**config.mk**
```make
export PLATFORM = sky130hd
export DESIGN_NAME = correlator_top
export DESIGN_NICKNAME = d
export VERILOG_FILES = /design/src/design/corr_pkg.sv /design/src/design/sample_strobe.sv /design/src/design/input_channel.sv /design/src/design/baseline_correlator.sv /design/src/design/correlator_regs.sv /design/src/design/correlator_top.sv
export SDC_FILE = /design/constraint.sdc
export NUM_CORES = 1
export LEC_CHECK = 0
export ABC_CLOCK_PERIOD_IN_PS = 2800
export BUFFER_PORTS_ARGS = -buffer_cell sky130_fd_sc_hd__buf_4
export CAP_MARGIN = 20
export CORE_MARGIN = 3
export CORE_UTILIZATION = 38
export DETAILED_ROUTE_END_ITERATION = 16
export GPL_TIMING_DRIVEN = 0
export SYNTH_ARGS = -nofsm -noshare
export SYNTH_HDL_FRONTEND = slang
export SYNTH_SLANG_ARGS = --single-unit
```
**constraint.sdc**
```tcl
create_clock -name pllclk -period 2.8 [get_ports pllclk]
set_clock_uncertainty 0.05 [all_clocks]
set_input_delay 0 -clock pllclk [delete_from_list [all_inputs] [get_ports pllclk]]
set_output_delay 0 -clock pllclk [all_outputs]
set_load 0.01 [all_outputs]
```
**src/design/corr_pkg.sv**
```systemverilog
/*
 * Shared definitions of the photon-counting cross-correlator.
 * APB register word addresses, APB transfer phases and the
 * derived counts that size the baseline and lag arrays.
 */

package corr_pkg;

	// ****************************************
	// Register map
	// ****************************************

	typedef enum logic [7:0] {
		CTRL     = 8'h00, // Bit0 enable, bit1 clear.
		MASK     = 8'h04, // Input enable bits.
		STATUS   = 8'h08, // Bit0 any-overflow.
		SAMPLES  = 8'h0C, // Ticks counted while enabled.
		CNT_BASE = 8'h40  // Start of the counter window.
	} reg_addr_e;

	// ****************************************
	// APB transfer phases
	// ****************************************

	typedef enum logic [1:0] {
		IDLE,
		SETUP,
		ACCESS
	} apb_state_e;

	// Number of input pairs a<b.
	function automatic int num_baselines(input int n);
		return n * (n - 1) / 2;
	endfunction

	// Lags from -(l-1) to +(l-1).
	function automatic int num_lags(input int l);
		return 2 * l - 1;
	endfunction

	// Ones counters first, then every baseline with all of its lags.
	function automatic int num_counters(input int n, input int l);
		return n + num_baselines(n) * num_lags(l);
	endfunction

endpackage

```
**src/design/sample_strobe.sv**
```systemverilog
/*
 * Sample strobe generator.
 * Brings the external sample clock into the pllclk domain and
 * turns each of its rising edges into a single-cycle tick.
 */

`timescale 1ns/1ps

module sample_strobe (
	input  logic pllclk,
	input  logic reset,
	input  logic smpclk,
	output logic tick
);

	logic smp_meta;
	logic smp_sync;
	logic smp_prev;

	// Two flops against metastability, then the edge register.
	always_ff @(posedge pllclk) begin
		if (!reset) begin
			smp_meta <= 1'b0;
			smp_sync <= 1'b0;
			smp_prev <= 1'b0;
			tick     <= 1'b0;
		end else begin
			smp_meta <= smpclk;
			smp_sync <= smp_meta;
			smp_prev <= smp_sync;
			tick     <= smp_sync & ~smp_prev; // High for one cycle per rising edge.
		end
	end

endmodule

```
**src/design/input_channel.sv**
```systemverilog
/*
 * One input line of the correlator.
 * Synchronizer, the tap register that feeds the baselines and
 * the saturating count of ones.
 */

`timescale 1ns/1ps

module input_channel #(
	parameter int LAG_CROSS  = 2,
	parameter int RESOLUTION = 16
) (
	input  logic                  pllclk,
	input  logic                  reset,
	input  logic                  tick,
	input  logic                  enable,
	input  logic                  clear,
	input  logic                  mask_bit,
	input  logic                  sample,
	output logic [LAG_CROSS-1:0]  taps,
	output logic [RESOLUTION-1:0] count,
	output logic                  overflow
);

	logic sample_meta;
	logic sample_sync;

	always_ff @(posedge pllclk) begin
		if (!reset) begin
			sample_meta <= 1'b0;
			sample_sync <= 1'b0;
		end else begin
			sample_meta <= sample;
			sample_sync <= sample_meta;
		end
	end

	// Tap 0 holds the newest sample, older ones move up on every tick.
	always_ff @(posedge pllclk) begin
		if (!reset || clear) begin
			taps <= '0;
		end else if (tick) begin
			for (int i = LAG_CROSS - 1; i > 0; i--) begin
				taps[i] <= taps[i-1];
			end
			taps[0] <= sample_sync;
		end
	end

	always_ff @(posedge pllclk) begin
		if (!reset || clear) begin
			count    <= '0;
			overflow <= 1'b0;
		end else if (tick && enable && mask_bit && sample_sync) begin
			if (&count)
				overflow <= 1'b1; // Full scale, the count holds.
			else
				count <= count + 1'b1;
		end
	end

endmodule

```
**src/design/baseline_correlator.sv**
```systemverilog
/*
 * Coincidence counters of one baseline.
 * One saturating counter per relative lag between the tap
 * registers of inputs a and b.
 */

`timescale 1ns/1ps

module baseline_correlator #(
	parameter int LAG_CROSS  = 2,
	parameter int RESOLUTION = 16
) (
	input  logic                                                   pllclk,
	input  logic                                                   reset,
	input  logic                                                   tick,
	input  logic                                                   enable,
	input  logic                                                   clear,
	input  logic                                                   pair_enable,
	input  logic [LAG_CROSS-1:0]                                   taps_a,
	input  logic [LAG_CROSS-1:0]                                   taps_b,
	output logic [corr_pkg::num_lags(LAG_CROSS)*RESOLUTION-1:0]    counts,
	output logic [corr_pkg::num_lags(LAG_CROSS)-1:0]               overflow
);

	localparam int NUM_LAGS = corr_pkg::num_lags(LAG_CROSS);

	logic                tick_q;
	logic [NUM_LAGS-1:0] hit;

	// The channel taps shift on the tick, so the counters act one
	// cycle later on the updated tap registers.
	always_ff @(posedge pllclk) begin
		if (!reset)
			tick_q <= 1'b0;
		else
			tick_q <= tick;
	end

	// ****************************************
	// Lag counters
	// ****************************************

	genvar j;
	generate
		for (j = 0; j < NUM_LAGS; j++) begin : g_lag
			// Negative lag delays input a, positive lag delays input b.
			localparam int LAG = j - (LAG_CROSS - 1);
			localparam int IDX_A = (LAG < 0) ? -LAG : 0;
			localparam int IDX_B = (LAG > 0) ? LAG : 0;

			logic [RESOLUTION-1:0] cnt_q;
			logic                  ovf_q;

			assign hit[j] = taps_a[IDX_A] & taps_b[IDX_B];

			always_ff @(posedge pllclk) begin
				if (!reset || clear) begin
					cnt_q <= '0;
					ovf_q <= 1'b0;
				end else if (tick_q && enable && pair_enable && hit[j]) begin
					if (&cnt_q)
						ovf_q <= 1'b1;
					else
						cnt_q <= cnt_q + 1'b1;
				end
			end

			assign counts[j*RESOLUTION +: RESOLUTION] = cnt_q;
			assign overflow[j] = ovf_q;
		end
	endgenerate

endmodule

```
**src/design/correlator_regs.sv**
```systemverilog
/*
 * APB register slave of the correlator.
 * Control and mask registers, overflow status, the sample
 * counter and the readout window over all counters.
 */

`timescale 1ns/1ps

module correlator_regs #(
	parameter int NUM_INPUTS = 4,
	parameter int LAG_CROSS  = 2,
	parameter int RESOLUTION = 16,
	parameter int NUM_COUNTERS = corr_pkg::num_counters(NUM_INPUTS, LAG_CROSS)
) (
	input  logic                               pllclk,
	input  logic                               reset,
	input  logic                               tick,
	input  logic [7:0]                         paddr,
	input  logic                               psel,
	input  logic                               penable,
	input  logic                               pwrite,
	input  logic [31:0]                        pwdata,
	output logic [31:0]                        prdata,
	output logic                               pready,
	output logic                               pslverr,
	output logic                               enable,
	output logic                               clear,
	output logic [NUM_INPUTS-1:0]              mask,
	input  logic [NUM_COUNTERS*RESOLUTION-1:0] counts,
	input  logic [NUM_COUNTERS-1:0]            overflow
);

	corr_pkg::apb_state_e state;

	logic [RESOLUTION-1:0] samples_q;
	logic [5:0]            win_idx;
	logic                  in_window;
	logic                  addr_ok;
	logic                  read_only;
	logic                  err;
	logic [31:0]           rd_data;

	assign pready = 1'b1; // No wait states.

	always_comb begin
		if (!psel)
			state = corr_pkg::IDLE;
		else if (!penable)
			state = corr_pkg::SETUP;
		else
			state = corr_pkg::ACCESS;
	end

	// ****************************************
	// Address decode and read data
	// ****************************************

	assign win_idx   = paddr[7:2] - 6'(corr_pkg::CNT_BASE >> 2);
	assign in_window = (paddr >= corr_pkg::CNT_BASE) && (paddr[1:0] == 2'b00) &&
		(int'(win_idx) < NUM_COUNTERS);

	always_comb begin
		rd_data   = '0;
		addr_ok   = 1'b1;
		read_only = 1'b0;
		case (paddr)
			corr_pkg::CTRL:    rd_data[0] = enable; // Clear always reads 0.
			corr_pkg::MASK:    rd_data[NUM_INPUTS-1:0] = mask;
			corr_pkg::STATUS: begin
				rd_data[0] = |overflow;
				read_only  = 1'b1;
			end
			corr_pkg::SAMPLES: begin
				rd_data[RESOLUTION-1:0] = samples_q;
				read_only = 1'b1;
			end
			default: begin
				read_only = 1'b1;
				if (in_window)
					rd_data[RESOLUTION-1:0] = counts[win_idx*RESOLUTION +: RESOLUTION];
				else
					addr_ok = 1'b0;
			end
		endcase
	end

	assign err = !addr_ok || (pwrite && read_only);

	// Response is prepared in SETUP and presented during ACCESS.
	always_ff @(posedge pllclk) begin
		if (!reset)
			pslverr <= 1'b0;
		else
			pslverr <= (state == corr_pkg::SETUP) && err;
	end

	always_ff @(posedge pllclk) begin
		if (state == corr_pkg::SETUP && !pwrite)
			prdata <= rd_data;
	end

	// ****************************************
	// Control registers
	// ****************************************

	always_ff @(posedge pllclk) begin
		if (!reset) begin
			enable <= 1'b0;
			clear  <= 1'b0;
			mask   <= '0;
		end else begin
			clear <= 1'b0;
			if (state == corr_pkg::ACCESS && pwrite && !err) begin
				if (paddr == corr_pkg::CTRL) begin
					enable <= pwdata[0];
					clear  <= pwdata[1]; // One-cycle pulse.
				end
				if (paddr == corr_pkg::MASK)
					mask <= pwdata[NUM_INPUTS-1:0];
			end
		end
	end

	always_ff @(posedge pllclk) begin
		if (!reset || clear)
			samples_q <= '0;
		else if (tick && enable && !(&samples_q))
			samples_q <= samples_q + 1'b1;
	end

endmodule

```
**src/design/correlator_top.sv**
```systemverilog
/*
 * Top level of the cross-correlator.
 * Sample strobe, one channel per input, one correlator per
 * baseline and the APB register slave.
 */

`timescale 1ns/1ps

module correlator_top #(
	parameter int NUM_INPUTS = 4,
	parameter int LAG_CROSS  = 2,
	parameter int RESOLUTION = 16
) (
	input  logic                  pllclk,
	input  logic                  reset,
	input  logic                  smpclk,
	input  logic [NUM_INPUTS-1:0] samples,
	input  logic [7:0]            paddr,
	input  logic                  psel,
	input  logic                  penable,
	input  logic                  pwrite,
	input  logic [31:0]           pwdata,
	output logic [31:0]           prdata,
	output logic                  pready,
	output logic                  pslverr
);

	localparam int NUM_LAGS     = corr_pkg::num_lags(LAG_CROSS);
	localparam int NUM_COUNTERS = corr_pkg::num_counters(NUM_INPUTS, LAG_CROSS);

	logic                               tick;
	logic                               enable;
	logic                               clear;
	logic [NUM_INPUTS-1:0]              mask;
	logic [LAG_CROSS-1:0]               taps [NUM_INPUTS];
	logic [NUM_COUNTERS*RESOLUTION-1:0] counts;
	logic [NUM_COUNTERS-1:0]            overflow;

	sample_strobe strobe0 (
		.pllclk (pllclk),
		.reset  (reset),
		.smpclk (smpclk),
		.tick   (tick)
	);

	genvar a, b;
	generate
		for (a = 0; a < NUM_INPUTS; a++) begin : g_chan
			input_channel #(.LAG_CROSS(LAG_CROSS), .RESOLUTION(RESOLUTION)) chan (
				.pllclk   (pllclk),
				.reset    (reset),
				.tick     (tick),
				.enable   (enable),
				.clear    (clear),
				.mask_bit (mask[a]),
				.sample   (samples[a]),
				.taps     (taps[a]),
				.count    (counts[a*RESOLUTION +: RESOLUTION]),
				.overflow (overflow[a])
			);
		end

		// Baselines in the order (0,1),(0,2)...(n-2,n-1), after the ones counters.
		for (a = 0; a < NUM_INPUTS - 1; a++) begin : g_row
			for (b = a + 1; b < NUM_INPUTS; b++) begin : g_col
				localparam int BL   = a * NUM_INPUTS - a * (a + 1) / 2 + (b - a - 1);
				localparam int SLOT = NUM_INPUTS + BL * NUM_LAGS;

				baseline_correlator #(.LAG_CROSS(LAG_CROSS), .RESOLUTION(RESOLUTION)) corr (
					.pllclk      (pllclk),
					.reset       (reset),
					.tick        (tick),
					.enable      (enable),
					.clear       (clear),
					.pair_enable (mask[a] & mask[b]),
					.taps_a      (taps[a]),
					.taps_b      (taps[b]),
					.counts      (counts[SLOT*RESOLUTION +: NUM_LAGS*RESOLUTION]),
					.overflow    (overflow[SLOT +: NUM_LAGS])
				);
			end
		end
	endgenerate

	correlator_regs #(
		.NUM_INPUTS   (NUM_INPUTS),
		.LAG_CROSS    (LAG_CROSS),
		.RESOLUTION   (RESOLUTION),
		.NUM_COUNTERS (NUM_COUNTERS)
	) regs0 (
		.pllclk   (pllclk),
		.reset    (reset),
		.tick     (tick),
		.paddr    (paddr),
		.psel     (psel),
		.penable  (penable),
		.pwrite   (pwrite),
		.pwdata   (pwdata),
		.prdata   (prdata),
		.pready   (pready),
		.pslverr  (pslverr),
		.enable   (enable),
		.clear    (clear),
		.mask     (mask),
		.counts   (counts),
		.overflow (overflow)
	);

endmodule

```
==> flow_metrics.env, run 1 <==
export IMPL_status="completed"
export IMPL_synth_simple_area_share_pct=25.61
export IMPL_hold_violations=0
export IMPL_tightest_slew_ps=1186
export IMPL_synth_area_um2=23550
export IMPL_drive_gt1_share_pct=12.72
export IMPL_grt_antenna_before_repair=1
export IMPL_area_growth_pct=13.89
export IMPL_synth_edff_count=16
export IMPL_netlist_area_leader_share_pct=35.54
export IMPL_p_total_uw=13450
export IMPL_relSlewSlack_pct=20.92
export IMPL_fin_crit_ps=2771
export IMPL_yosysSeqAreaShare_pct=37.58
export IMPL_critical_path_class="reg -> reg"
export IMPL_rsz0062_at_grt="true"
export IMPL_end_kind="register"
export IMPL_start_kind="register"
export IMPL_vias=21870
export IMPL_dr_pass1_iters=6
export IMPL_grt_pass1_vias=19620
export IMPL_setup_slack_ps=28.57
export IMPL_die_area_um2=64980
export IMPL_ios=84
export IMPL_grt_pass1_wl_um=126800
export IMPL_synth_cell_types=80
export IMPL_drv_slew=0
export IMPL_start_util_pct=38.72
export IMPL_max_freq_ghz=0.3608
export IMPL_die_y_um=254.9
export IMPL_routed_via_density=6.137
export IMPL_worstPathRequired_ps=3220
export IMPL_cts_tree="yes"
export IMPL_cts_sinks=434
export IMPL_final_nets=2817
export IMPL_yosysMostFrequentCell="dfxtp_1"
export IMPL_antenna_cells=0
export IMPL_grt_usage_pct=26.10
export IMPL_io_buffers=35
export IMPL_clock_path_buffers=3
export IMPL_post_route_drc_count=0
export IMPL_insertion_delay_ps=620
export IMPL_synth_compound_area_share_pct=12.20
export IMPL_arrival_ps=3190
export IMPL_worstHoldPathType="in -> reg"
export IMPL_dieWidth_um=254.9
export IMPL_synth_cells=2611
export IMPL_synthTopCellsByArea="dfxtp_1, mux4_2, nor2_1"
export IMPL_fin_crit_sh_pct=98.98
export IMPL_ys_flop_type="dfxtp_1"
export IMPL_yosysTopAreaCell="dfxtp_1"
export IMPL_dpl_hpwl_um=65990
export IMPL_worstPathMaxFanout=10
export IMPL_leakage_uw=0.009000
export IMPL_grt_max_degree=15
export IMPL_synthTopCellsByCount="dfxtp_1, nor2_1, nand2_1"
export IMPL_gp_congestion=0.9615
export IMPL_finalSetupViolations=0
export IMPL_cts_max_level=2
export IMPL_muxShareOfSynthArea_pct=11.01
export IMPL_cts_buffers=51
export IMPL_synth_top_family_by_area="simple AND/OR/NAND/NOR gates"
export IMPL_cts_setup_buffers=0
export IMPL_core_um2=60810
export IMPL_dp_slack_ps=-278.5
export IMPL_rows=90
export IMPL_root_buffer="clkbuf_16"
export IMPL_drt_iter0_drc=2412
export IMPL_wirelength_um=85940
export IMPL_routedWlPerCell_um=24.11
export IMPL_synthAdderAreaFrac_pct=1.382
export IMPL_ys_ff_latch=434
export IMPL_synth_warnings=0
export IMPL_async_flop_share_pct=0
export IMPL_p_per_area_nw_per_um2=501.7
export IMPL_clk_pin_slew_ps=60
export IMPL_drv_cap=0
export IMPL_grt_ovfl_total=0
export IMPL_synth_xor_xnor_area_share_pct=8.556
export IMPL_ir_worst_vdd_mv=0.3234
export IMPL_antenna_left=0
export IMPL_syn_avg_cell_area_um2=9.018
==> what timing repair did <==
item                                    4_1_cts  5_1_grt
resized for setup                            10       13
endpoints found under the setup margin       82       38
hold buffers                                 18        0
hold endpoints to repair                     31        0
==> final timing paths <==
check | start | to | slack, ps | cells after the start
min | samples[2] | g_chan[2].chan.sample_meta | 80 | 3
min reg2reg | strobe0.smp_prev | strobe0.tick | 340 | 1
max | regs0.clear | g_row[2].g_col[3].corr.g_lag[2].cnt_q[14] | 30 | 5
max reg2reg | regs0.clear | g_row[2].g_col[3].corr.g_lag[2].cnt_q[14] | 30 | 5
==> worst max-delay path: stages, from the launching register on <==
cell	delay [ps]
dfxtp_1	350
nand2b_1	150
clkbuf_1	640
clkbuf_1	610
clkbuf_1	690
nor2_1	110
==> layout make-up <==
type                    instances  area (um2)
clock buffers                  71        1453
clock inverters                23       183.9
multi-input cells            1995       13900
flip-flops and latches        434        8848
fillers                      5857       33990
plain buffers                 162       745.7
well taps                     782       978.4
repair buffers                 62       574.3
inverters                      35       131.4
==> metal layers <==
layer | part of all wire, % | vias up | global-route usage (%) | wire length, um
li1 | - | 9970 | - | -
met1 | 43 | 10630 | 36.93 | 36880
met2 | 42 | 1056 | 38.54 | 36270
met3 | 9.3 | 213 | 4.451 | 8021
met4 | 5.5 | 2 | 12.74 | 4754
met5 | 0.012 | - | 0 | 10
==> where the power goes <==
group / switching [uW] / total, uW / internal [uW]
logic: 460 / 646 / 186
registers: 7.73 / 6230 / 6230
clock network: 2770 / 6570 / 3800
==> flip-flops by register name, summed over array words and instances (netlist names) <==
register,count
g_chan.chan.sample_sync,4
g_chan.chan.count,64
g_chan.chan.taps,8
g_row.g_col.corr.tick_q,1
regs0.enable,1
regs0.pslverr,1
strobe0.smp_sync,1
regs0.samples_q,16
g_row.g_col.corr.g_lag.ovf_q,18
regs0.prdata,16
g_chan.chan.sample_meta,4
strobe0.tick,1
g_chan.chan.overflow,4
strobe0.smp_prev,1
strobe0.smp_meta,1
regs0.mask,4
regs0.clear,1
g_row.g_col.corr.g_lag.cnt_q,288
==> kinds of logic after synthesis <==
logic type                 after synthesis
AOI/OAI and AO/OA                      421
buffers and inverters                  197
DFF                                    434
adders and majority gates               26
other                                    2
and+or+nand+nor                       1142
muxes                                  159
xor gates and xnor gates               230
==> cell usage in the layout, fill, tap and decap left out, types with 13 or more instances in the layout <==
cell type      netlist  layout
a21oi_1             96      96
o31ai_1             20      20
nand4_1             95      95
nand3_1            135     135
or4_1               28      28
clkinv_2             0      15
or3_1               35      35
buf_4               22      57
and3_1              49      49
nand2_1            186     186
clkbuf_2             3      19
and4_1              45      45
mux2_2              29      29
nor4_2              14      14
clkbuf_16            0      52
mux4_2              77      77
mux2i_1             53      53
buf_2               25      25
ha_1                26      26
a211oi_1            42      42
conb_1               2      17
and2_1              33      33
nor4_1              50      50
o21ai_0             73      73
a221oi_1            13      13
o211ai_1            40      40
clkbuf_1           104      99
nor2_1             326     326
a31oi_1             31      31
xnor2_1            139     139
edfxtp_1            16      16
nor3_1              65      65
inv_1               35      35
dfxtp_1            418     418
dlygate4sd3_1        0      18
xor2_1              91      91
==> per-stage QoR <==
step	util [%]	cell area, um2	TNS, ps	hold WS [ps]	cells
after floorplan	-	23600	0	77.29	2626
after global routing	44.10	26820	-0.07283	85.39	3564
after CTS	44.06	26790	0	53.59	3563
after detailed placement	41.05	24960	-15670	166.4	3451
final	44.10	26820	0	83.78	3564
after global placement	40.85	24840	-17370	161.8	3443
Power figures use the tool's default switching activity.
==> run 2: changes to the inputs <==
--- a/config.mk
+++ b/config.mk
@@ -12,6 +12,7 @@
 export CORE_UTILIZATION = 38
 export DETAILED_ROUTE_END_ITERATION = 16
 export GPL_TIMING_DRIVEN = 0
+export RECOVER_POWER = 25
 export SYNTH_ARGS = -nofsm -noshare
 export SYNTH_HDL_FRONTEND = slang
 export SYNTH_SLANG_ARGS = --single-unit
==> run 2 against run 1 <==
Net effect: non-clock buffer count stayed put; sequential share of layout area is 0.19 points higher; critical path depth up 1; final area decreased by 0.57%; global-route usage unchanged; setup slack lost 21 ps; routed wire length grew 0.36%; die area stayed put; critical endpoint is now g_row[2].g_col[3].corr.g_lag[0].cnt_q[1]; largest cell class unchanged; highest routed layer unchanged.
==> flow_metrics.env, run 2 (synthesis gave the netlist of run 1 again) <==
export IMPL_status="completed"
export IMPL_dpl_hpwl_um=65990
export IMPL_cts_buffers=51
export IMPL_min_from="samples[2]"
export IMPL_fill_cells=5889
export IMPL_post_route_drc_count=0
export IMPL_worstPathMaxFanout=10
export IMPL_gp_congestion=0.9615
export IMPL_leakage_uw=0.008876
export IMPL_worstHoldPathType="in -> reg"
export IMPL_grt_antenna_before_repair=1
export IMPL_ios=84
export IMPL_layout_common_cells="dfxtp_1, nor2_1, nand2_1, xnor2_1, nand3_1"
export IMPL_drt_iter0_drc=2415
export IMPL_p_per_area_nw_per_um2=504.2
export IMPL_dr_pass1_iters=5
export IMPL_final_nets=2817
export IMPL_max_flop_register="g_row.g_col.corr.g_lag.cnt_q"
export IMPL_fin_crit_ps=2792
export IMPL_die_area_um2=64980
export IMPL_vias=21880
export IMPL_dieWidth_um=254.9
export IMPL_cts_sinks=434
export IMPL_drive_gt1_share_pct=11.68
export IMPL_finalInstanceArea_um2=26660
export IMPL_reg_largest_list="g_row.g_col.corr.g_lag.cnt_q: 288 flops, g_chan.chan.count: 64 flops, g_row.g_col.corr.g_lag.ovf_q: 18 flops"
export IMPL_io_buffers=35
export IMPL_end_kind="register"
export IMPL_clock_path_buffers=3
export IMPL_place_inst=3451
export IMPL_clk_pin_slew_ps=60
export IMPL_start_util_pct=38.72
export IMPL_cts_max_level=2
export IMPL_drv_slew=0
export IMPL_r2r_start="regs0.clear"
export IMPL_root_buffer="clkbuf_16"
export IMPL_largest_register_ffs=288
export IMPL_grt_pass1_wl_um=126800
export IMPL_die_y_um=254.9
export IMPL_drv_cap=0
export IMPL_grt_pass1_vias=19620
export IMPL_critical_path_class="reg -> reg"
export IMPL_routed_via_density=6.137
export IMPL_insertion_delay_ps=620
export IMPL_area_growth_pct=13.24
export IMPL_grt_usage_pct=26.10
export IMPL_grt_max_degree=15
export IMPL_hold_violations=0
export IMPL_grt_ovfl_total=0
export IMPL_start_kind="register"
export IMPL_ir_worst_vdd_mv=0.3262
export IMPL_stdcell_count=3565
export IMPL_cp_startpoint="regs0.clear"
export IMPL_cts_tree="yes"
export IMPL_arrival_ps=3230
export IMPL_worstPathRequired_ps=3240
export IMPL_place_area_um2=24960
export IMPL_rows=90
export IMPL_core_um2=60810
export IMPL_wirelength_um=86240
export IMPL_layout_commonest_cell="dfxtp_1"
export IMPL_max_freq_ghz=0.3582
export IMPL_relSlewSlack_pct=21.23
export IMPL_antenna_left=0
export IMPL_rsz0062_at_grt="true"
export IMPL_finalSetupViolations=0
export IMPL_routedWlPerCell_um=24.19
export IMPL_p_total_uw=13440
export IMPL_fin_crit_sh_pct=99.72
export IMPL_tightest_slew_ps=1182
-- run 2: changes by cell type in the layout (fill, tap and decap cells not counted), sizes merged --
cell / delta
diode: +1
buf: -30
clkbuf: +30
-- run 2: worst max-delay path, stage by stage (launching register included) --
cell and delay, ps:
dfxtp_1 350, nand2b_1 150, clkbuf_1 640, clkbuf_2 530
clkbuf_1 630, buf_8 240, a21oi_1 60
-- run 2: path summary, 6_finish.rpt --
kind,to,slack [ps],depth (start not counted)
max reg2reg,g_row[2].g_col[3].corr.g_lag[0].cnt_q[1],8,6
min reg2reg,strobe0.tick,340,1
min,g_chan[2].chan.sample_meta,80,3
max,g_row[2].g_col[3].corr.g_lag[0].cnt_q[1],8,6
-- run 2: routing by layer --
metal	GRT usage [%]	part of all wire (%)	vias to the layer above
li1	-	-	9959
met1	36.93	43	10620
met2	38.54	42	1082
met3	4.451	9.4	213
met4	12.74	5.5	2
met5	0	0.012	-
-- run 2: final cells by class --
type / count / area, um2 / share of cell area [%]
multi-input combinational: 1995 / 13870 / 52.01
clock buffer: 71 / 1453 / 5.448
tap: 782 / 978.4 / 3.670
antenna: 1 / 2.502 / 0.009386
timing repair buffer: 62 / 452.9 / 1.699
buffer: 162 / 744.5 / 2.792
inverter: 35 / 131.4 / 0.4927
clock inverter: 23 / 183.9 / 0.6898
sequential: 434 / 8848 / 33.19
-- run 2: timing repair --
item / CTS / global route
gates cloned: 0 / 0
resized for setup: 10 / 13
endpoints found under the setup margin: 82 / 38
hold buffers: 18 / 0
endpoints found under the hold margin: 31 / 0
buffers inserted: 0 / 0
-- run 2: stage by stage --
stage | util (%) | worst slack (ps) | setup TNS, ps | hold slack, ps
after floorplan | - | 859.4 | 0 | 77.29
after global placement | 40.85 | -372.0 | -17370 | 161.8
after detailed placement | 41.05 | -278.5 | -15670 | 166.4
after CTS | 44.06 | 35.21 | 0 | 53.59
after global routing | 43.84 | -0.07283 | -0.07283 | 92.40
final | 43.85 | 7.940 | 0 | 83.70
-- run 2: power by group --
group	leakage (uW)	internal (uW)	switching, uW
combinational	0.00455	172	461
sequential	0.00351	6230	7.34
clock	0.000817	3800	2780
total	0.00888	10200	3250
